## src/hdl/cmd_queue_defs.svh

```systemverilog
// widths, FIFO depth and bus watchdog limit for the write-command queue
// include wherever a default parameter or type width is needed
`ifndef CQ_DEFS_SVH
`define CQ_DEFS_SVH

// wishbone address width
`define CQ_ADDR_W 16

// wishbone data width
`define CQ_DATA_W 32

// FIFO pointer bits, depth is 2**bits
`define CQ_DEPTH_NBITS 1

// cycles in ST_BUS without ack before the write is abandoned
`define CQ_WAIT_LIMIT 8

`endif

```

## src/hdl/cmd_queue_pkg.sv

```systemverilog
// shared types for the write-command queue
// compile after the defs header and before every design unit
`include "cmd_queue_defs.svh"

package cmd_queue_pkg;

	// bus fields
	typedef logic [`CQ_ADDR_W-1:0] addr_t;
	typedef logic [`CQ_DATA_W-1:0] data_t;

	// FIFO word, address in the upper bits
	typedef logic [`CQ_ADDR_W+`CQ_DATA_W-1:0] cmd_t;

	// FIFO pointer and fill level
	typedef logic [`CQ_DEPTH_NBITS-1:0] ptr_t;
	typedef logic [`CQ_DEPTH_NBITS:0] count_t;

	// watchdog count, wide enough for the wait limit
	typedef logic [3:0] wait_t;

	// write sequencer states
	typedef enum logic [1:0] {ST_IDLE, ST_BUS, ST_DONE} wb_state_t;

endpackage

```

## src/hdl/fifo_if.sv

```systemverilog
// FIFO connection between the command producer, the FIFO and the consumer
// instantiated once in the top level
`timescale 1ns/10ps
`include "cmd_queue_defs.svh"

interface fifo_if #(parameter int DEPTH_NBITS = `CQ_DEPTH_NBITS);
	import cmd_queue_pkg::*;

	// producer side
	logic wr;
	cmd_t din;

	// consumer side
	logic rd;
	cmd_t dout;

	// status, all registered in the FIFO
	logic empty;
	logic full;
	logic fullm1;
	logic emptyp2;
	logic [DEPTH_NBITS:0] count;

	modport fifo (input wr, din, rd, output dout, empty, full, fullm1, emptyp2, count);
	modport push (output wr, din, input full, fullm1, count);
	modport pop (output rd, input dout, empty, emptyp2);
endinterface

```

## src/hdl/cmd_queue_wb.sv

```systemverilog
// top of the write-command queue, host valid/ready in, wishbone classic out
// FIFO, write sequencer and bus watchdog joined here
`timescale 1ns/10ps
`include "cmd_queue_defs.svh"

module cmd_queue_wb (
	input logic clk,
	input logic rst_n,
	// host push side
	input logic cmd_valid,
	input cmd_queue_pkg::addr_t cmd_addr,
	input cmd_queue_pkg::data_t cmd_data,
	output logic cmd_ready,
	output cmd_queue_pkg::count_t fill_count,
	// wishbone master
	output logic wb_cyc,
	output logic wb_stb,
	output logic wb_we,
	output cmd_queue_pkg::addr_t wb_adr,
	output cmd_queue_pkg::data_t wb_dat_o,
	input logic wb_ack,
	// status
	output logic busy,
	output logic timeout_err
);

	// watchdog handshake
	logic tmr_start;
	logic tmr_run;
	logic tmr_expired;

	fifo_if #(.DEPTH_NBITS(`CQ_DEPTH_NBITS)) cq_if ();

	// push side straight from the host, host honours cmd_ready
	assign cq_if.wr = cmd_valid;
	assign cq_if.din = {cmd_addr, cmd_data};
	assign cmd_ready = ~cq_if.full;
	assign fill_count = cq_if.count;

	sfifo2f u_fifo (
		.clk(clk),
		.rst_n(rst_n),
		.q(cq_if.fifo)
	);

	wb_wait_timer #(.LIMIT(`CQ_WAIT_LIMIT)) u_timer (
		.clk(clk),
		.rst_n(rst_n),
		.start(tmr_start),
		.run(tmr_run),
		.expired(tmr_expired)
	);

	wb_write_fsm u_fsm (
		.clk(clk),
		.rst_n(rst_n),
		.q(cq_if.pop),
		.wb_cyc(wb_cyc),
		.wb_stb(wb_stb),
		.wb_we(wb_we),
		.wb_adr(wb_adr),
		.wb_dat_o(wb_dat_o),
		.wb_ack(wb_ack),
		.tmr_start(tmr_start),
		.tmr_run(tmr_run),
		.tmr_expired(tmr_expired),
		.busy(busy),
		.timeout_err(timeout_err)
	);

endmodule

```

## src/hdl/fifo_data.sv

```systemverilog
// flop storage for the small synchronous FIFO
// written at wptr on wr, read combinationally at rptr
`timescale 1ns/10ps
`include "cmd_queue_defs.svh"

module fifo_data #(
	parameter int WIDTH = `CQ_ADDR_W + `CQ_DATA_W,
	parameter int DEPTH_NBITS = `CQ_DEPTH_NBITS
) (
	input logic clk,
	input cmd_queue_pkg::ptr_t wptr,
	input cmd_queue_pkg::ptr_t rptr,
	input logic wr,
	input logic [WIDTH-1:0] din,
	output logic [WIDTH-1:0] dout
);

	localparam int DEPTH = 1 << DEPTH_NBITS;

	// storage only, contents undefined after reset
	logic [WIDTH-1:0] mem [DEPTH];

	always_ff @(posedge clk) begin
		if (wr) begin
			mem[wptr] <= din;
		end
	end

	// word at the head, valid in the pop cycle
	assign dout = mem[rptr];

endmodule

```

## src/hdl/sfifo2f.sv

```systemverilog
// two-deep synchronous FIFO built from flops
// all status flags and the fill count are registered
`timescale 1ns/10ps
`include "cmd_queue_defs.svh"

module sfifo2f #(
	parameter int WIDTH = `CQ_ADDR_W + `CQ_DATA_W,
	parameter int DEPTH_NBITS = `CQ_DEPTH_NBITS
) (
	input logic clk,
	input logic rst_n,
	fifo_if.fifo q
);
	import cmd_queue_pkg::*;

	localparam int DEPTH = 1 << DEPTH_NBITS;
	localparam int MAXM1 = DEPTH - 1;

	// ==================================================================
	// pointers and next count
	// ==================================================================

	ptr_t rptr;
	ptr_t wptr;
	ptr_t nrptr;
	ptr_t nwptr;
	count_t count_r;
	count_t ncount;

	// pointers wrap naturally at the depth
	assign nrptr = rptr + ptr_t'(q.rd);
	assign nwptr = wptr + ptr_t'(q.wr);

	// no overflow or underflow guard here
	assign ncount = count_r + count_t'(q.wr) - count_t'(q.rd);

	assign q.count = count_r;

	// storage
	fifo_data #(
		.WIDTH(WIDTH),
		.DEPTH_NBITS(DEPTH_NBITS)
	) u_fifo_data (
		.clk(clk),
		.wptr(wptr),
		.rptr(rptr),
		.wr(q.wr),
		.din(q.din),
		.dout(q.dout)
	);

	// ==================================================================
	// registered state and flags
	// ==================================================================

	always_ff @(posedge clk) begin
		if (!rst_n) begin
			rptr <= '0;
			wptr <= '0;
			count_r <= '0;
			q.full <= 1'b0;
			q.empty <= 1'b1;
			q.fullm1 <= 1'b0;
			q.emptyp2 <= 1'b0;
		end else begin
			rptr <= nrptr;
			wptr <= nwptr;
			count_r <= ncount;
			// flags from the next count, so they line up with count
			q.full <= (ncount == count_t'(DEPTH));
			q.empty <= (ncount == '0);
			// one below full
			q.fullm1 <= (ncount == count_t'(MAXM1));
			// exactly two words held
			q.emptyp2 <= (ncount == count_t'(2));
		end
	end

endmodule

```

## src/hdl/wb_wait_timer.sv

```systemverilog
// bus watchdog for the wishbone write sequencer
// load on start, count down while run, pulse expired at the last count
`timescale 1ns/10ps
`include "cmd_queue_defs.svh"

module wb_wait_timer #(
	parameter int LIMIT = `CQ_WAIT_LIMIT
) (
	input logic clk,
	input logic rst_n,
	input logic start,
	input logic run,
	output logic expired
);
	import cmd_queue_pkg::*;

	// cycles left in the current bus cycle
	wait_t cnt;

	always_ff @(posedge clk) begin
		if (!rst_n) begin
			cnt <= '0;
		end else if (start) begin
			cnt <= wait_t'(LIMIT);
		end else if (run && cnt != '0) begin
			cnt <= cnt - 1'b1;
		end
	end

	// high in the LIMIT-th run cycle after a start
	assign expired = run && (cnt == wait_t'(1));

endmodule

```

## src/hdl/wb_write_fsm.sv

```systemverilog
// pops write commands from the FIFO and runs wishbone classic write cycles
// a cycle ends on wb_ack or on watchdog expiry, expiry sets a sticky error
`timescale 1ns/10ps

module wb_write_fsm (
	input logic clk,
	input logic rst_n,
	fifo_if.pop q,
	output logic wb_cyc,
	output logic wb_stb,
	output logic wb_we,
	output cmd_queue_pkg::addr_t wb_adr,
	output cmd_queue_pkg::data_t wb_dat_o,
	input logic wb_ack,
	output logic tmr_start,
	output logic tmr_run,
	input logic tmr_expired,
	output logic busy,
	output logic timeout_err
);
	import cmd_queue_pkg::*;

	wb_state_t state;

	// head of the FIFO split into its fields
	addr_t pop_adr;
	data_t pop_dat;

	// cycle finished, either way
	logic bus_end;

	assign {pop_adr, pop_dat} = q.dout;

	// pop straight from idle, the read data is already valid
	assign q.rd = (state == ST_IDLE) && !q.empty;

	// watchdog loads on the pop edge and counts during ST_BUS
	assign tmr_start = q.rd;
	assign tmr_run = (state == ST_BUS);

	assign bus_end = (state == ST_BUS) && (wb_ack || tmr_expired);

	assign busy = (state != ST_IDLE);

	// ==================================================================
	// control
	// ==================================================================

	always_ff @(posedge clk) begin
		if (!rst_n) begin
			state <= ST_IDLE;
			wb_cyc <= 1'b0;
			wb_stb <= 1'b0;
			wb_we <= 1'b0;
			timeout_err <= 1'b0;
		end else begin
			case (state)
				ST_IDLE: begin
					if (q.rd) begin
						// cyc, stb and we rise together
						state <= ST_BUS;
						wb_cyc <= 1'b1;
						wb_stb <= 1'b1;
						wb_we <= 1'b1;
					end
				end
				ST_BUS: begin
					if (bus_end) begin
						state <= ST_DONE;
						wb_cyc <= 1'b0;
						wb_stb <= 1'b0;
						wb_we <= 1'b0;
						// late ack in the expiry cycle still counts as good
						if (!wb_ack) begin
							timeout_err <= 1'b1;
						end
					end
				end
				// one idle bus cycle between writes
				ST_DONE: state <= ST_IDLE;
				default: state <= ST_IDLE;
			endcase
		end
	end

	// ==================================================================
	// payload, held for the whole cycle
	// ==================================================================

	always_ff @(posedge clk) begin
		if (q.rd) begin
			wb_adr <= pop_adr;
			wb_dat_o <= pop_dat;
		end
	end

endmodule

```

## config.mk

```make
export PLATFORM = sky130hd
export DESIGN_NAME = cmd_queue_wb
export DESIGN_NICKNAME = d
export VERILOG_FILES = /design/src/hdl/cmd_queue_pkg.sv /design/src/hdl/fifo_if.sv /design/src/hdl/cmd_queue_wb.sv /design/src/hdl/fifo_data.sv /design/src/hdl/sfifo2f.sv /design/src/hdl/wb_wait_timer.sv /design/src/hdl/wb_write_fsm.sv
export VERILOG_INCLUDE_DIRS = /design/src /design/src/hdl
export SDC_FILE = /design/constraint.sdc
export NUM_CORES = 1
export LEC_CHECK = 0
export BUFFER_PORTS_ARGS = -buffer_cell sky130_fd_sc_hd__buf_4
export CORE_MARGIN = 1.5
export CORE_UTILIZATION = 35
export CTS_CLUSTER_SIZE = 30
export DETAILED_ROUTE_END_ITERATION = 12
export GPL_ROUTABILITY_DRIVEN = 0
export SETUP_SLACK_MARGIN = 0.2
export SLEW_MARGIN = 10
export SYNTH_ARGS = -nofsm -noshare
export SYNTH_HDL_FRONTEND = slang
export SYNTH_SLANG_ARGS = --single-unit
```

## constraint.sdc

```tcl
create_clock -name clk -period 5 [get_ports clk]
set_clock_uncertainty 0.1 [all_clocks]
set_input_delay 0.5 -clock clk [delete_from_list [all_inputs] [get_ports clk]]
set_output_delay 0.5 -clock clk [all_outputs]
set_load 0.01 [all_outputs]
```

# Word level (Yosys, flattened, before mapping)
# Memory sizes are Yosys's and may differ from the RTL's. A register that Yosys moved wholly into a read port is not among the register bits.
# Cells that the tools add are included.
# word_totals
register_bits	14
latchBits	0
ramBits	96
rom_bits	0
input_bits	52
mem_count	1
# mem_list
memory	words	word_bits	read_ports	rd_ports_with_merged_regs	write_ports	line_no	source
u_fifo.u_fifo_data.mem	2	48	1	1	1	fifo_data.sv:21	logic [WIDTH-1:0] mem [DEPTH];
# op_classes
n_addsub	5
n_mul	0
n_div	0
magnitude_cmp	0
n_eq_ne	5
shifts	0
n_mux	10
n_bitwise	3
reduce_logical	16
# ops
operator	n
4-bit 2-to-1 mux	2
3-bit AND reduction	2
2-bit nonzero test	3
4-bit by 1-bit == test with 1-bit output (second input constant)	1
1-bit logical AND	4
2-bit zero test	2
1-bit 2-to-1 mux	4
2-bit 2-to-1 mux	2
2-bit case mux with 2 select lines	1
4-bit nonzero test	1
4-bit by 1-bit subtractor with 4-bit output (second input constant)	1
1-bit NOT	3
1-bit adder	2
2-bit by 1-bit adder with 2-bit output	1
2-bit by 1-bit == test with 1-bit output (second input constant)	1
2-bit == test (second input constant)	1
2-bit by 1-bit != test with 1-bit output (second input constant)	1
2-bit != test (second input constant)	1
1-bit case mux with 2 select lines	1
2-bit AND reduction	1
2-bit OR reduction	1
2-bit by 1-bit subtractor with 2-bit output	1
1-bit zero test	1
1-bit logical OR	1

# Longest topological paths before layout
# Gate-level depths: netlist of the first run.
# depth
ltp_word	6
ltp_mapped	7
depth_no_buf	7

# Cells and area by module
# A second synthesis of the first run with hierarchy kept.
# hier_totals
cells_unflattened	269
hier_area_um2	5736.8
# by_module_without_submodules
module	instances	cells_per_inst	area_per_inst_um2
fifo_data	1	151	3554.7
wb_write_fsm	1	68	1656.6
sfifo2f	1	23	292.8
wb_wait_timer	1	26	229.0
cmd_queue_wb	1	1	3.8

# Worst setup path before layout of the first run
# No wires, ideal clock.
# synth_path
path_kind	register to register
startpoint	reg u_fsm.state[0]
endpoint	reg u_fifo.q.empty
setup_time_ns	0.115
arrival_ns	3.633
required_ns	4.785
path_slack_ns	1.152
path_stages_with_launch	8
path_buffers	0
path_cell_list	dfxtp_1 -> nor3_2 -> ha_1 -> inv_1 -> ha_1 -> xnor3_1 -> nor2_1 -> nor2_1
# synth_between
elab_chain_len	4
# synth_rtl
item	line_no	source
start: declaration	wb_write_fsm.sv:23	wb_state_t state;
start signal: assignment	wb_write_fsm.sv:51	state <= ST_IDLE;
start signal: assignment	wb_write_fsm.sv:61	state <= ST_BUS;
start signal: assignment	wb_write_fsm.sv:69	state <= ST_DONE;
2-bit zero test	wb_write_fsm.sv:35	assign q.rd = (state == ST_IDLE) && !q.empty;
1-bit logical AND	wb_write_fsm.sv:35	
named net cq_if.rd	fifo_if.sv:14	logic rd;
2-bit by 1-bit subtractor with 2-bit output	sfifo2f.sv:35	assign ncount = count_r + count_t'(q.wr) - count_t'(q.rd);
2-bit zero test	sfifo2f.sv:71	q.empty <= (ncount == '0);
end signal: assignment	sfifo2f.sv:71	
end: declaration	fifo_if.sv:24	modport fifo (input wr, din, rd, output dout, empty, full, fullm1, emptyp2, count);
# The timed path passes the listed nets, and every way through them passes these cells.
# A chain may end at the register's enable or synchronous reset.

# Final worst setup path of the first run
# layout_path
startpoint	reg u_fsm.state[0]
endpoint	out busy
# layout_between
elab_chain_len	1
# layout_rtl
item	line_no	source
2-bit nonzero test	wb_write_fsm.sv:43	assign busy = (state != ST_IDLE);
end: declaration	cmd_queue_wb.sv:23	output logic busy,
# Every way passes these cells.

==> results of run 1 <==
-- worst reg2reg max path, delay by kind of cell, from the launching register on --
| kind | cells | cell delay (ns) |
|---|---|---|
| flip-flops | 1 | 0.58 |
| buffers and inverters | 1 | 0.52 |
| multiplexers | 1 | 0.42 |
-- where the power goes --
part           internal [W]  switching [W]
Sequential          0.00176       0.000104
Clock              0.000723       0.000484
Combinational      0.000406       0.000400
-- layer usage --
metal  track usage [%]  routed length (um)
met1              15.0                4100
met2              18.9                4610
met3              5.82                 707
met5                 0                   0
met4              4.56                 144
-- worst max-delay path by stage --
| stage | startpoint | endpoint | slack (ns) | cells past startpoint |
|---|---|---|---|---|
| after CTS | u_fifo.rptr | u_fsm.wb_dat_o[28] | 3.09 | 2 |
| after detailed placement | u_fifo.rptr | u_fsm.wb_dat_o[28] | 3.10 | 2 |
| after global routing | u_fifo.rptr | u_fsm.wb_dat_o[0] | 3.03 | 2 |
| after floorplan | u_fsm.state[0] | u_fifo.q.empty | 1.15 | 7 |
| final | u_fsm.state[0] | busy | 3.13 | 2 |
| after global placement | u_fifo.rptr | u_fsm.wb_dat_o[15] | 3.14 | 2 |
-- registers in the layout, summed over array words and instances (netlist names) --
| signal | flops |
|---|---|
| u_fsm.wb_stb | 1 |
| u_fifo.q.empty | 1 |
| u_fsm.timeout_err | 1 |
| u_fsm.wb_adr | 16 |
| u_fifo.q.count | 2 |
| u_fifo.u_fifo_data.mem | 96 |
| u_fsm.state | 2 |
| u_fifo.rptr | 1 |
| u_timer.cnt | 4 |
| u_fsm.wb_dat_o | 32 |
| u_fifo.q.full | 1 |
| u_fifo.wptr | 1 |
-- cell families (layout without fill, tap and decap cells) --
logic type | Yosys count | after routing | synth area share (%)
compound gates | 13 | 13 | 1.60
xor+xnor | 2 | 2 | 0.562
mux | 48 | 48 | 9.72
fa+ha+maj | 6 | 6 | 1.35
simple gates | 22 | 22 | 2.50
buf+inv | 17 | 152 | 1.51
flops | 158 | 158 | 82.8
-- cells in the final DEF (no fill, tap or decap), types with 2 or more instances in the layout --
cell type                    synthesis  final
sky130_fd_sc_hd__a21oi_1             2      2
sky130_fd_sc_hd__a21oi_2             2      2
sky130_fd_sc_hd__a311oi_1            2      2
sky130_fd_sc_hd__and2_1              2      2
sky130_fd_sc_hd__buf_4               4    111
sky130_fd_sc_hd__bufinv_16           0      2
sky130_fd_sc_hd__clkbuf_16           0     17
sky130_fd_sc_hd__clkinv_1            0      3
sky130_fd_sc_hd__clkinv_2            0      5
sky130_fd_sc_hd__clkinvlp_4          0      4
sky130_fd_sc_hd__dfxtp_1            14     13
sky130_fd_sc_hd__edfxtp_1          144    144
sky130_fd_sc_hd__ha_1                6      4
sky130_fd_sc_hd__ha_2                0      2
sky130_fd_sc_hd__inv_1               9      9
sky130_fd_sc_hd__mux2_1              2      2
sky130_fd_sc_hd__mux2_2             46     46
sky130_fd_sc_hd__nand2_1             2      2
sky130_fd_sc_hd__nor2_1              5      5
sky130_fd_sc_hd__nor3_1              2      2
sky130_fd_sc_hd__o21ai_1             2      2
sky130_fd_sc_hd__or3b_4              2      2
-- cell type report --
| cell class | count | share of cell area, % |
|---|---|---|
| tap | 211 | 3.68 |
| multi-input combinational | 91 | 12.3 |
| clock inverter | 14 | 1.76 |
| sequential | 158 | 64.2 |
| timing repair buffer | 111 | 11.6 |
| inverter | 9 | 0.471 |
| clock buffer | 18 | 5.98 |
-- metrics by stage --
stage | instance area, um^2 | setup slack [ns] | hold WS, ns
CTS | 7180 | 3.09 | 0.146
floorplan | 5560 | 1.15 | 0.370
global route | 7180 | 3.03 | 0.143
detailed placement | 6620 | 3.10 | 0.357
global placement | 6620 | 3.14 | 0.354
finish | 7180 | 3.13 | 0.169
==> reports/qor.json, run 1 <==
{
  "status": {
    "run_status": "finished clean"
  },
  "cts": {
    "clkSlewWorstSetupHoldPaths_ns": 0.06,
    "postCtsHoldBufs": 0,
    "clk_latency_worst_skew_pair_ns": 0.41,
    "cts_max_path_buffers": 2,
    "postCtsSetupBuffers": 0,
    "clock_sink_count": 158,
    "clock_tree_from_tritoncts": "yes",
    "cts.htree.levels": 4,
    "cts_made_buffers": 17,
    "resized_gates_after_cts": 0,
    "clock-root-buffer": "sky130_fd_sc_hd__clkbuf_16"
  },
  "worst_setup_path": {
    "timing.rr.end": "u_fsm.wb_dat_o[0]",
    "critical_path_peak_fanout": 6,
    "slowest_stage": "sky130_fd_sc_hd__dfxtp_1",
    "rrSetupSlack_ns": 3.14,
    "r2r.worst_path.cells": 2,
    "reg2reg_from": "u_fifo.rptr",
    "critPathMaxStageDelay_ns": 0.36,
    "timing.critical_path.arrival_ns": 1.27,
    "data_required_time_of_the_worst_path_ns": 4.40,
    "critical_path.top_delay_family": "flip-flops",
    "critPathLaunchType": "register",
    "timing.critical_path.buf_inv": 1,
    "setup.worst_path.end_class": "primary output",
    "crit_path_cell_trace": "or2_2, buf_4",
    "setup.worst_path.class": "register to primary output"
  },
  "worst_hold_path": {
    "hold_path_class": "input port to register",
    "whs_endpoint": "u_fifo.u_fifo_data.mem[0][46]",
    "worstHoldPathCells": 1,
    "hold_path.startpoint": "cmd_addr[14]"
  },
  "place": {
    "post-place-cells": 580,
    "port_buffers": 107,
    "dp.final_hpwl_um": 5730
  },
  "sta": {
    "timing.final.max_slew_violations": 0,
    "achievable-frequency_ghz": 0.536,
    "tightest_slew_ns": 0.724,
    "finalSetupViolCount": 0,
    "grt_setup_unrepaired": "no",
    "slew_headroom_pct": 51.8,
    "report.final.hold_viol_count": 0,
    "finalWorstPathRequiredPeriod_ns": 1.87,
    "timing.final.crit_share_pct": 37.3,
    "timing.setup.tns_ns": 0
  },
  "die": {
    "die_y_um": 129,
    "initial_core_utilization_pct": 36.2,
    "core_region_area_um2": 15400,
    "core.rowCount": 45,
    "die_x_um": 129,
    "ios": 108,
    "die_area_um2": 16700
  },
  "power_and_ir_drop": {
    "total_power_w": 0.00387,
    "leakagePower_nw": 2.61,
    "vdd_drop_max_uv": 419,
    "power_density_nw_per_um2": 540
  },
  "drt": {
    "remaining_drc_errors": 0,
    "first_pass_iters": 4,
    "routed_wl_um": 9570,
    "avgRoutedWirePerCell_um": 15.6,
    "vias": 2716,
    "drt_first_iter_violations": 157,
    "post_drt_via_cell_ratio": 4.44,
    "antenna_left": 0
  },
  "yosys": {
    "synthesis.yosys.warnings": 0,
    "synth.cells.most_frequent": "144 x sky130_fd_sc_hd__edfxtp_1, 46 x sky130_fd_sc_hd__mux2_2, 14 x sky130_fd_sc_hd__dfxtp_1",
    "synth_edf_count": 144,
    "ys.flop_type": "sky130_fd_sc_hd__edfxtp_1",
    "synth_top_area_share_pct": 77.7,
    "cell_type_with_the_highest_aggregate_area_in_the_netlist": "sky130_fd_sc_hd__edfxtp_1",
    "synth_seq_area_share_pct": 82.8,
    "most_common_cell_in_the_synthesized_netlist": "sky130_fd_sc_hd__edfxtp_1",
    "post_synthesis_instance_area_um2": 5560,
    "synthArstFlopShare_pct": 0,
    "netlist-cell-type-count": 32,
    "ys_ff_latch": 158,
    "synthCells": 266,
    "ys_top_cells_by_area": "sky130_fd_sc_hd__edfxtp_1 78%, sky130_fd_sc_hd__mux2_2 9.3%, sky130_fd_sc_hd__dfxtp_1 5.0%",
    "syn_nets": 324,
    "syn_area_per_cell_um2": 20.9
  },
  "final_layout": {
    "nFillCells": 1332,
    "nets": 446,
    "ff_latch_area_um2": 4610,
    "post-route-util_pct": 46.7,
    "layoutNonFillerInstCount": 612,
    "synthToLayoutAreaGrowth_pct": 29.0,
    "share_of_cells_above_drive_strength_1_pct": 48.6,
    "multi_input_comb_area_um2": 886,
    "antenna_fix_cells": 0
  },
  "global_route": {
    "grt_start_max_net_pins": 52,
    "grt-ovfl-total": 0,
    "number_of_global_route_vias_before_repair": 2768,
    "first_pass_grt_wire_length_um": 14700,
    "grt_antenna_before_repair": 0,
    "track_usage_pct": 12.2
  },
  "run": {
    "max-cap-violations": 0
  }
}
No activity file was read; power rests on OpenSTA's default activity.
==> run 2, diff against run 1 <==
==> constraint.sdc (replaced) <==
create_clock -name clk -period 1.9 [get_ports clk]
set_clock_uncertainty 0.1 [all_clocks]
set_input_delay 0.19 -clock clk [delete_from_list [all_inputs] [get_ports clk]]
set_output_delay 0.19 -clock clk [all_outputs]
set_load 0.01 [all_outputs]
==> reports/qor.json, run 2 (synthesized netlist as in run 1, its figures left out) <==
{
  "die": {
    "die_x": {"value": 129, "unit": "um", "change": "unchanged"},
    "die_y": {"value": 129, "unit": "um", "change": "unchanged"},
    "core_region_area": {"value": 15400, "unit": "um^2", "change": "unchanged"},
    "initial_core_utilization": {"value": 36.2, "unit": "%", "change": "unchanged"},
    "core.rowCount": {"value": 45, "change": "unchanged"},
    "die_area": {"value": 16700, "unit": "um^2", "change": "unchanged"},
    "ios": {"value": 108, "change": "unchanged"}
  },
  "cts": {
    "clock_tree_from_tritoncts": "yes",
    "cts_max_path_buffers": {"value": 2, "change": "unchanged"},
    "cts.htree.levels": {"value": 4, "change": "unchanged"},
    "clock_sink_count": {"value": 158, "change": "unchanged"},
    "cts_made_buffers": {"value": 17, "change": "unchanged"},
    "clk_latency_worst_skew_pair": {"value": 0.41, "unit": "ns", "change": "about the same"},
    "clock-root-buffer": "sky130_fd_sc_hd__clkbuf_16",
    "clkSlewWorstSetupHoldPaths": {"value": 0.06, "unit": "ns", "change": "about the same"}
  },
  "sta": {
    "grt_setup_unrepaired": "no",
    "finalWorstPathRequiredPeriod_ns": 1.61,
    "finalSetupViolCount": {"value": 0, "change": "unchanged"},
    "timing.setup.tns": {"value": 0, "unit": "ns", "change": "unchanged"},
    "timing.final.ws_setup": {"value": 0.295, "unit": "ns", "change": "-2.84 ns"},
    "slew_headroom": {"value": 71.0, "unit": "%", "change": "+19 points"},
    "fin_worst_hold_slack": {"value": 0.372, "unit": "ns", "change": "+0.202 ns"},
    "tightest_slew": {"value": 0.435, "unit": "ns", "change": "-0.289 ns"},
    "report.final.hold_viol_count": {"value": 0, "change": "unchanged"},
    "achievable-frequency_ghz": 0.623,
    "timing.final.crit_share_pct": 84.5,
    "timing.final.max_slew_violations": {"value": 0, "change": "unchanged"}
  },
  "global_route": {
    "grt.met3_usage": {"value": 4.87, "unit": "%", "change": "-0.95 points"},
    "grt_start_max_net_pins": {"value": 52, "change": "unchanged"},
    "first_pass_grt_wire_length": {"value": 15300, "unit": "um", "change": "+4.0%"},
    "gr-usage-met2": {"value": 19.8, "unit": "%", "change": "+0.88 points"},
    "top_usage_layer": "met2",
    "track_usage": {"value": 12.5, "unit": "%", "change": "+0.24 points"},
    "number_of_global_route_vias_before_repair": {"value": 3063, "change": "+11%"},
    "grtUsageMet1": {"value": 15.6, "unit": "%", "change": "+0.58 points"},
    "grt_antenna_before_repair": {"value": 0, "change": "unchanged"},
    "grt-ovfl-total": {"value": 0, "change": "unchanged"}
  },
  "place": {
    "dp.final_hpwl": {"value": 5750, "unit": "um", "change": "+0.32%"},
    "port_buffers": {"value": 107, "change": "unchanged"},
    "post-place-ws": {"value": 0.198, "unit": "ns", "change": "-2.90 ns"},
    "placed_cell_areas": {"value": 6690, "unit": "um^2", "change": "+0.94%"}
  },
  "final_layout": {
    "layout.cells.most_common_list": "144 x sky130_fd_sc_hd__edfxtp_1, 112 x sky130_fd_sc_hd__buf_4, 51 x sky130_fd_sc_hd__dlygate4sd3_1, 46 x sky130_fd_sc_hd__mux2_2, 17 x sky130_fd_sc_hd__clkbuf_16",
    "nets": {"value": 501, "change": "+12%"},
    "mostFrequentLayoutCell": "sky130_fd_sc_hd__edfxtp_1",
    "share_of_cells_above_drive_strength_1": {"value": 45.4, "unit": "%", "change": "-3.2 points"},
    "layout.cell_area.non_filler": {"value": 7800, "unit": "um^2", "change": "+8.7%"},
    "post-route-util": {"value": 50.8, "unit": "%", "change": "+4.1 points"},
    "largest_register_ff_count": {"value": 96, "change": "unchanged"},
    "antenna_fix_cells": {"value": 0, "change": "unchanged"},
    "synthToLayoutAreaGrowth_pct": 40.3,
    "top_register": "u_fifo.u_fifo_data.mem",
    "biggestRegsByFlops": "u_fifo.u_fifo_data.mem (96), u_fsm.wb_dat_o (32), u_fsm.wb_adr (16)"
  },
  "power_and_ir_drop": {
    "power_density": {"value": 1360, "unit": "nW/um^2", "change": "+150%"},
    "leakagePower": {"value": 2.87, "unit": "nW", "change": "+10%"},
    "vdd_drop_max": {"value": 825, "unit": "uV", "change": "+97%"}
  },
  "drt": {
    "post_drt_via_cell_ratio": {"value": 4.39, "change": "-1.2%"},
    "first_pass_iters": {"value": 4, "change": "unchanged"},
    "routed_wl": {"value": 9810, "unit": "um", "change": "+2.6%"},
    "vias": {"value": 2926, "change": "+7.7%"},
    "drt_first_iter_violations": {"value": 135, "change": "-14%"},
    "remaining_drc_errors": {"value": 0, "change": "unchanged"},
    "avgRoutedWirePerCell": {"value": 14.7, "unit": "um", "change": "-5.9%"},
    "antenna_left": {"value": 0, "change": "unchanged"}
  },
  "worst_hold_path": {
    "hold_path_class": "register to register",
    "worstHoldPathCells": {"value": 1, "change": "unchanged"}
  },
  "worst_setup_path": {
    "critical_path_peak_fanout": {"value": 3, "change": "-3"},
    "r2r.worst_path.cells": {"value": 6, "change": "+4"},
    "timing.critical_path.arrival": {"value": 1.83, "unit": "ns", "change": "+0.56 ns"},
    "critPathLaunchType": "register",
    "setup.worst_path.class": "register to register",
    "data_required_time_of_the_worst_path": {"value": 2.12, "unit": "ns", "change": "-2.28 ns"},
    "setup.worst_path.end_class": "register"
  },
  "status": {
    "run_status": "finished clean"
  },
  "run": {
    "max-cap-violations": {"value": 0, "change": "unchanged"}
  }
}
[run 2: changes by cell type in the layout (fill, tap and decap cells not counted), sizes merged]
cell         previous run  this run
clkinvlp                4         2
dlygate4sd3             0        51
bufinv                  2         3
clkbuf                 18        19
buf                   111       115
[run 2: worst max-delay path, cell delays in order (launching register included)]
cell                      delay, ns
sky130_fd_sc_hd__dfxtp_4       0.35
sky130_fd_sc_hd__nor3_4        0.22
sky130_fd_sc_hd__ha_4          0.23
sky130_fd_sc_hd__inv_2         0.04
sky130_fd_sc_hd__ha_2          0.15
sky130_fd_sc_hd__xnor3_1       0.24
sky130_fd_sc_hd__nor3_1        0.18
[run 2: final cells by class]
type	count	area, um^2
clock inverter	13	148
tap	211	264
fill	1282	7570
timing repair buffer	166	1410
multi-input combinational	91	903
sequential	158	4610
inverter	9	33.8
clock buffer	19	433
[run 2: repair_timing]
item / in CTS / in global routing
buffers inserted: 1 / 0
pin swaps: 1 / 4
endpoints found under the setup margin: 1 / 2
cloned: 0 / 0
resized for setup: 1 / 5
hold buffers: 51 / 0
hold endpoints to repair: 102 / 0
[run 2: path summary, 6_finish.rpt]
path | from | end | slack (ns)
worst max register to register | u_fifo.q.empty | u_fifo.q.full | 0.29
worst max-delay path | u_fifo.q.empty | u_fifo.q.full | 0.29
worst min-delay path | u_fsm.timeout_err | u_fsm.timeout_err | 0.37
worst min register to register | u_fsm.timeout_err | u_fsm.timeout_err | 0.37
[run 2: report_power, final]
group / switching (W) / leakage [nW] / total [W] / internal (W)
combinational: 0.00114 / 1.11 / 0.00239 / 0.00125
sequential: 0.000261 / 1.47 / 0.00488 / 0.00462
clock: 0.00128 / 0.284 / 0.00333 / 0.00205
total: 0.00268 / 2.87 / 0.0106 / 0.00792
[run 2: layer usage]
layer  up-vias  wire, um
met3        11       511
met2        87      4850
met5         -         0
li1       1381         -
met4         0       113
met1      1447      4340
[run 2: stage by stage]
| step | power, W | cells |
|---|---|---|
| 2_1_floorplan | 0.00610 | 266 |
| 3_3_place_gp | 0.00720 | 583 |
| 3_5_place_dp | 0.00724 | 583 |
| 4_1_cts | 0.0107 | 667 |
| 5_1_grt | 0.0111 | 667 |
| 6_report | 0.0106 | 667 |
==> run 3, diff against run 2 <==
--- a/config.mk
+++ b/config.mk
@@ -6,6 +6,7 @@
 export SDC_FILE = /design/constraint.sdc
 export NUM_CORES = 1
 export LEC_CHECK = 0
+export ABC_AREA = 1
 export BUFFER_PORTS_ARGS = -buffer_cell sky130_fd_sc_hd__buf_4
 export CORE_MARGIN = 1.5
 export CORE_UTILIZATION = 35
==> constraint.sdc (replaced) <==
create_clock -name clk -period 1.5 [get_ports clk]
set_clock_uncertainty 0.1 [all_clocks]
set_input_delay 0.15 -clock clk [delete_from_list [all_inputs] [get_ports clk]]
set_output_delay 0.15 -clock clk [all_outputs]
set_load 0.01 [all_outputs]
==> reports/qor.json, run 3 <==
{
  "die": {
    "die_x": {"value": 130, "unit": "um", "change": "+0.58%"},
    "core.rowCount": {"value": 46, "change": "+2.2%"},
    "core_region_area": {"value": 15800, "unit": "um^2", "change": "+2.6%"},
    "die_area": {"value": 16900, "unit": "um^2", "change": "+1.2%"},
    "initial_core_utilization": {"value": 35.7, "unit": "%", "change": "-0.50 points"},
    "ios": {"value": 108, "change": "unchanged"},
    "die_y": {"value": 130, "unit": "um", "change": "+0.58%"}
  },
  "drt": {
    "drt_first_iter_violations": {"value": 151, "change": "+12%"},
    "remaining_drc_errors": {"value": 0, "change": "unchanged"},
    "vias": {"value": 3479, "change": "+19%"},
    "first_pass_iters": {"value": 4, "change": "unchanged"},
    "post_drt_via_cell_ratio": {"value": 4.28, "change": "-2.5%"},
    "antenna_left": {"value": 0, "change": "unchanged"},
    "routed_wl": {"value": 11300, "unit": "um", "change": "+15%"},
    "avgRoutedWirePerCell": {"value": 13.9, "unit": "um", "change": "-5.8%"}
  },
  "yosys": {
    "most_common_cell_in_the_synthesized_netlist": "sky130_fd_sc_hd__nand2_1",
    "netlist-cell-type-count": {"value": 23, "change": "-28%"},
    "syn_area_per_cell": {"value": 14.7, "unit": "um^2", "change": "-30%"},
    "ys_ff_latch": {"value": 158, "change": "unchanged"},
    "ys.flop_type": "sky130_fd_sc_hd__edfxtp_1",
    "syn_nets": {"value": 441, "change": "+36%"},
    "synth_top_area_share": {"value": 76.8, "unit": "%", "change": "-0.92 points"},
    "ys_top_cells_by_area": "sky130_fd_sc_hd__edfxtp_1 77%, sky130_fd_sc_hd__nand2_1 11%, sky130_fd_sc_hd__dfxtp_1 5.0%",
    "synth_seq_area_share": {"value": 81.8, "unit": "%", "change": "-0.98 points"},
    "synthesis.yosys.warnings": {"value": 0, "change": "unchanged"},
    "synth.cells.most_frequent": "159 x sky130_fd_sc_hd__nand2_1, 144 x sky130_fd_sc_hd__edfxtp_1, 14 x sky130_fd_sc_hd__dfxtp_1, 14 x sky130_fd_sc_hd__inv_1, 7 x sky130_fd_sc_hd__buf_2",
    "synthArstFlopShare": {"value": 0, "unit": "%", "change": "unchanged"},
    "post_synthesis_instance_area": {"value": 5630, "unit": "um^2", "change": "+1.2%"},
    "cell_type_with_the_highest_aggregate_area_in_the_netlist": "sky130_fd_sc_hd__edfxtp_1",
    "synth_edf_count": {"value": 144, "change": "unchanged"},
    "synthCells": {"value": 383, "change": "+44%"}
  },
  "sta": {
    "achievable-frequency": {"value": 0.655, "unit": "GHz", "change": "+5.2%"},
    "timing.final.ws_setup": {"value": -0.0264, "unit": "ns", "change": "-0.321 ns"},
    "slew_headroom": {"value": 74.9, "unit": "%", "change": "+3.9 points"},
    "report.final.hold_viol_count": {"value": 0, "change": "unchanged"},
    "timing.final.max_slew_violations": {"value": 0, "change": "unchanged"},
    "finalWorstPathRequiredPeriod": {"value": 1.53, "unit": "ns", "change": "-0.0789 ns"},
    "tightest_slew": {"value": 0.377, "unit": "ns", "change": "-0.0574 ns"},
    "fin_worst_hold_slack": {"value": 0.353, "unit": "ns", "change": "-0.0184 ns"},
    "grt_setup_unrepaired": "yes",
    "finalSetupViolCount": {"value": 16, "change": "+16"},
    "timing.final.crit_share": {"value": 102, "unit": "%", "change": "+17 points"}
  },
  "final_layout": {
    "mostFrequentLayoutCell": "sky130_fd_sc_hd__nand2_1",
    "share_of_cells_above_drive_strength_1": {"value": 34.2, "unit": "%", "change": "-11 points"},
    "synthToLayoutAreaGrowth_pct": 50.1,
    "nets": {"value": 641, "change": "+28%"},
    "top_register": "u_fifo.u_fifo_data.mem",
    "layout.cell_area.non_filler": {"value": 8450, "unit": "um^2", "change": "+8.3%"},
    "ff_latch_area": {"value": 4620, "unit": "um^2", "change": "+0.11%"},
    "post-route-util": {"value": 53.6, "unit": "%", "change": "+2.8 points"},
    "layout.cells.most_common_list": "156 x sky130_fd_sc_hd__nand2_1, 144 x sky130_fd_sc_hd__edfxtp_1, 118 x sky130_fd_sc_hd__buf_4, 51 x sky130_fd_sc_hd__dlygate4sd3_1, 18 x sky130_fd_sc_hd__clkbuf_16",
    "largest_register_ff_count": {"value": 96, "change": "unchanged"},
    "multi_input_comb_area": {"value": 972, "unit": "um^2", "change": "+7.6%"},
    "nFillCells": {"value": 1336, "change": "+4.2%"},
    "biggestRegsByFlops": "u_fifo.u_fifo_data.mem (96), u_fsm.wb_dat_o (32), u_fsm.wb_adr (16)"
  },
  "power_and_ir_drop": {
    "leakagePower": {"value": 3.42, "unit": "nW", "change": "+19%"},
    "vdd_drop_max": {"value": 907, "unit": "uV", "change": "+9.9%"},
    "power_density": {"value": 1790, "unit": "nW/um^2", "change": "+32%"}
  },
  "place": {
    "dp.final_hpwl": {"value": 6710, "unit": "um", "change": "+17%"},
    "placed_cell_areas": {"value": 6930, "unit": "um^2", "change": "+3.6%"},
    "port_buffers": {"value": 107, "change": "unchanged"},
    "post-place-ws": {"value": -0.0534, "unit": "ns", "change": "-0.251 ns"}
  },
  "cts": {
    "clock-root-buffer": "sky130_fd_sc_hd__clkbuf_16",
    "cts_max_path_buffers": {"value": 2, "change": "unchanged"},
    "clock_sink_count": {"value": 158, "change": "unchanged"},
    "clk_latency_worst_skew_pair": {"value": 0.42, "unit": "ns", "change": "about the same"},
    "cts.htree.levels": {"value": 4, "change": "unchanged"},
    "clock_tree_from_tritoncts": "yes",
    "clkSlewWorstSetupHoldPaths": {"value": 0.06, "unit": "ns", "change": "about the same"},
    "cts_made_buffers": {"value": 17, "change": "unchanged"}
  },
  "worst_hold_path": {
    "hold_path.startpoint": "cmd_addr[7]",
    "hold_path_class": "input port to register",
    "worstHoldPathCells": {"value": 2, "change": "+1"},
    "whs_endpoint": "u_fifo.u_fifo_data.mem[1][39]"
  },
  "worst_setup_path": {
    "critPathLaunchType": "register",
    "reg2reg_from": "u_fsm.state[1]",
    "timing.rr.end": "u_fifo.q.full",
    "critical_path_peak_fanout": {"value": 2, "change": "-1"},
    "timing.critical_path.arrival": {"value": 1.74, "unit": "ns", "change": "-0.09 ns"},
    "setup.worst_path.class": "register to register",
    "setup.worst_path.end_class": "register",
    "r2r.worst_path.cells": {"value": 9, "change": "+3"},
    "data_required_time_of_the_worst_path": {"value": 1.72, "unit": "ns", "change": "-0.40 ns"},
    "rrSetupSlack": {"value": -0.03, "unit": "ns", "change": "-0.32 ns"}
  },
  "run": {
    "max-cap-violations": {"value": 0, "change": "unchanged"}
  },
  "global_route": {
    "grt-ovfl-total": {"value": 0, "change": "unchanged"},
    "grt_antenna_before_repair": {"value": 1, "change": "+1"},
    "track_usage": {"value": 13.9, "unit": "%", "change": "+1.4 points"},
    "first_pass_grt_wire_length": {"value": 17200, "unit": "um", "change": "+12%"},
    "grt_start_max_net_pins": {"value": 49, "change": "-5.8%"},
    "number_of_global_route_vias_before_repair": {"value": 3458, "change": "+13%"}
  },
  "status": {
    "run_status": "finished, violations left",
    "failed_checks": "setup timing"
  }
}
run 3: changes by cell type after synthesis, sizes merged, moves of 4 or more:
cell and delta:
nor3 -4, inv +7, nor2 +4, nand2 +160
mux2 -48, nand3 +5
run 3: where the power goes:
group	internal, W	switching (W)	leakage [nW]
Sequential	0.00587	0.000288	1.47
Clock	0.00278	0.00168	0.296
Combinational	0.00236	0.00218	1.65
run 3: what timing repair did:
action	4_1_cts	5_1_grt
hold buffers	50	1
cloned	5	1
gates resized for setup	13	14
setup endpoints to repair	57	73
setup buffers	10	4
pin swaps	2	6
endpoints found under the hold margin	110	1
run 3: how the worst max path moves through the flow:
stage | start | endpoint | slack, ns | cells after the start
detailed placement | u_fsm.state[1] | u_fifo.q.full | -0.05 | 9
finish | u_fsm.state[1] | u_fifo.q.full | -0.03 | 9
global placement | u_fsm.state[1] | u_fifo.q.full | -0.008 | 9
global route | u_fsm.state[0] | u_fifo.q.full | -0.11 | 9
floorplan | u_fsm.state[0] | u_fifo.q.full | -0.82 | 9
CTS | u_fsm.state[0] | u_fifo.q.full | -0.03 | 9
run 3: worst max-delay path, stage by stage, from the launching register on:
cell,delay [ns]
sky130_fd_sc_hd__dfxtp_2,0.35
sky130_fd_sc_hd__nor2_4,0.05
sky130_fd_sc_hd__nand2_4,0.07
sky130_fd_sc_hd__clkinvlp_4,0.10
sky130_fd_sc_hd__ha_4,0.27
sky130_fd_sc_hd__inv_2,0.03
sky130_fd_sc_hd__ha_4,0.15
sky130_fd_sc_hd__xor2_2,0.17
sky130_fd_sc_hd__nand2_1,0.10
sky130_fd_sc_hd__nor2_1,0.04
run 3: layout make-up:
cell class,count,area share [%]
Inverter,17,0.888
Sequential cell,158,54.6
Tap cell,216,3.20
Multi-Input combinational cell,196,11.5
Antenna cell,1,0.0296
Clock inverter,15,2.31
Timing Repair Buffer,193,22.4
Clock buffer,17,5.03
run 3: layer usage:
layer  up-vias  share of wire (%)  global-route usage [%]
met1      1663                 42                    16.4
li1       1714                  -                       -
met5         -                  0                       0
met3        14                5.0                    4.88
met2        88                 52                    24.0
met4         0                1.2                    4.38
run 3: logic make-up (layout without fill, tap and decap cells):
logic type	Yosys count	after routing	synth area share, %
xor+xnor	3	3	0.467
fa+ha+maj	6	6	1.33
buf+inv	29	242	2.60
flops	158	158	81.8
compound gates	10	10	1.24
simple gates	177	177	12.6
other cells	0	1	0
run 3: through the flow:
step | power [W] | setup TNS (ns) | instances
floorplan | 0.00796 | -12.95 | 383
global route | 0.0159 | -1.98 | 813
finish | 0.0152 | -0.156 | 813
global placement | 0.00952 | -0.00752 | 709
detailed placement | 0.00964 | -0.0672 | 709
CTS | 0.0151 | -0.0470 | 806
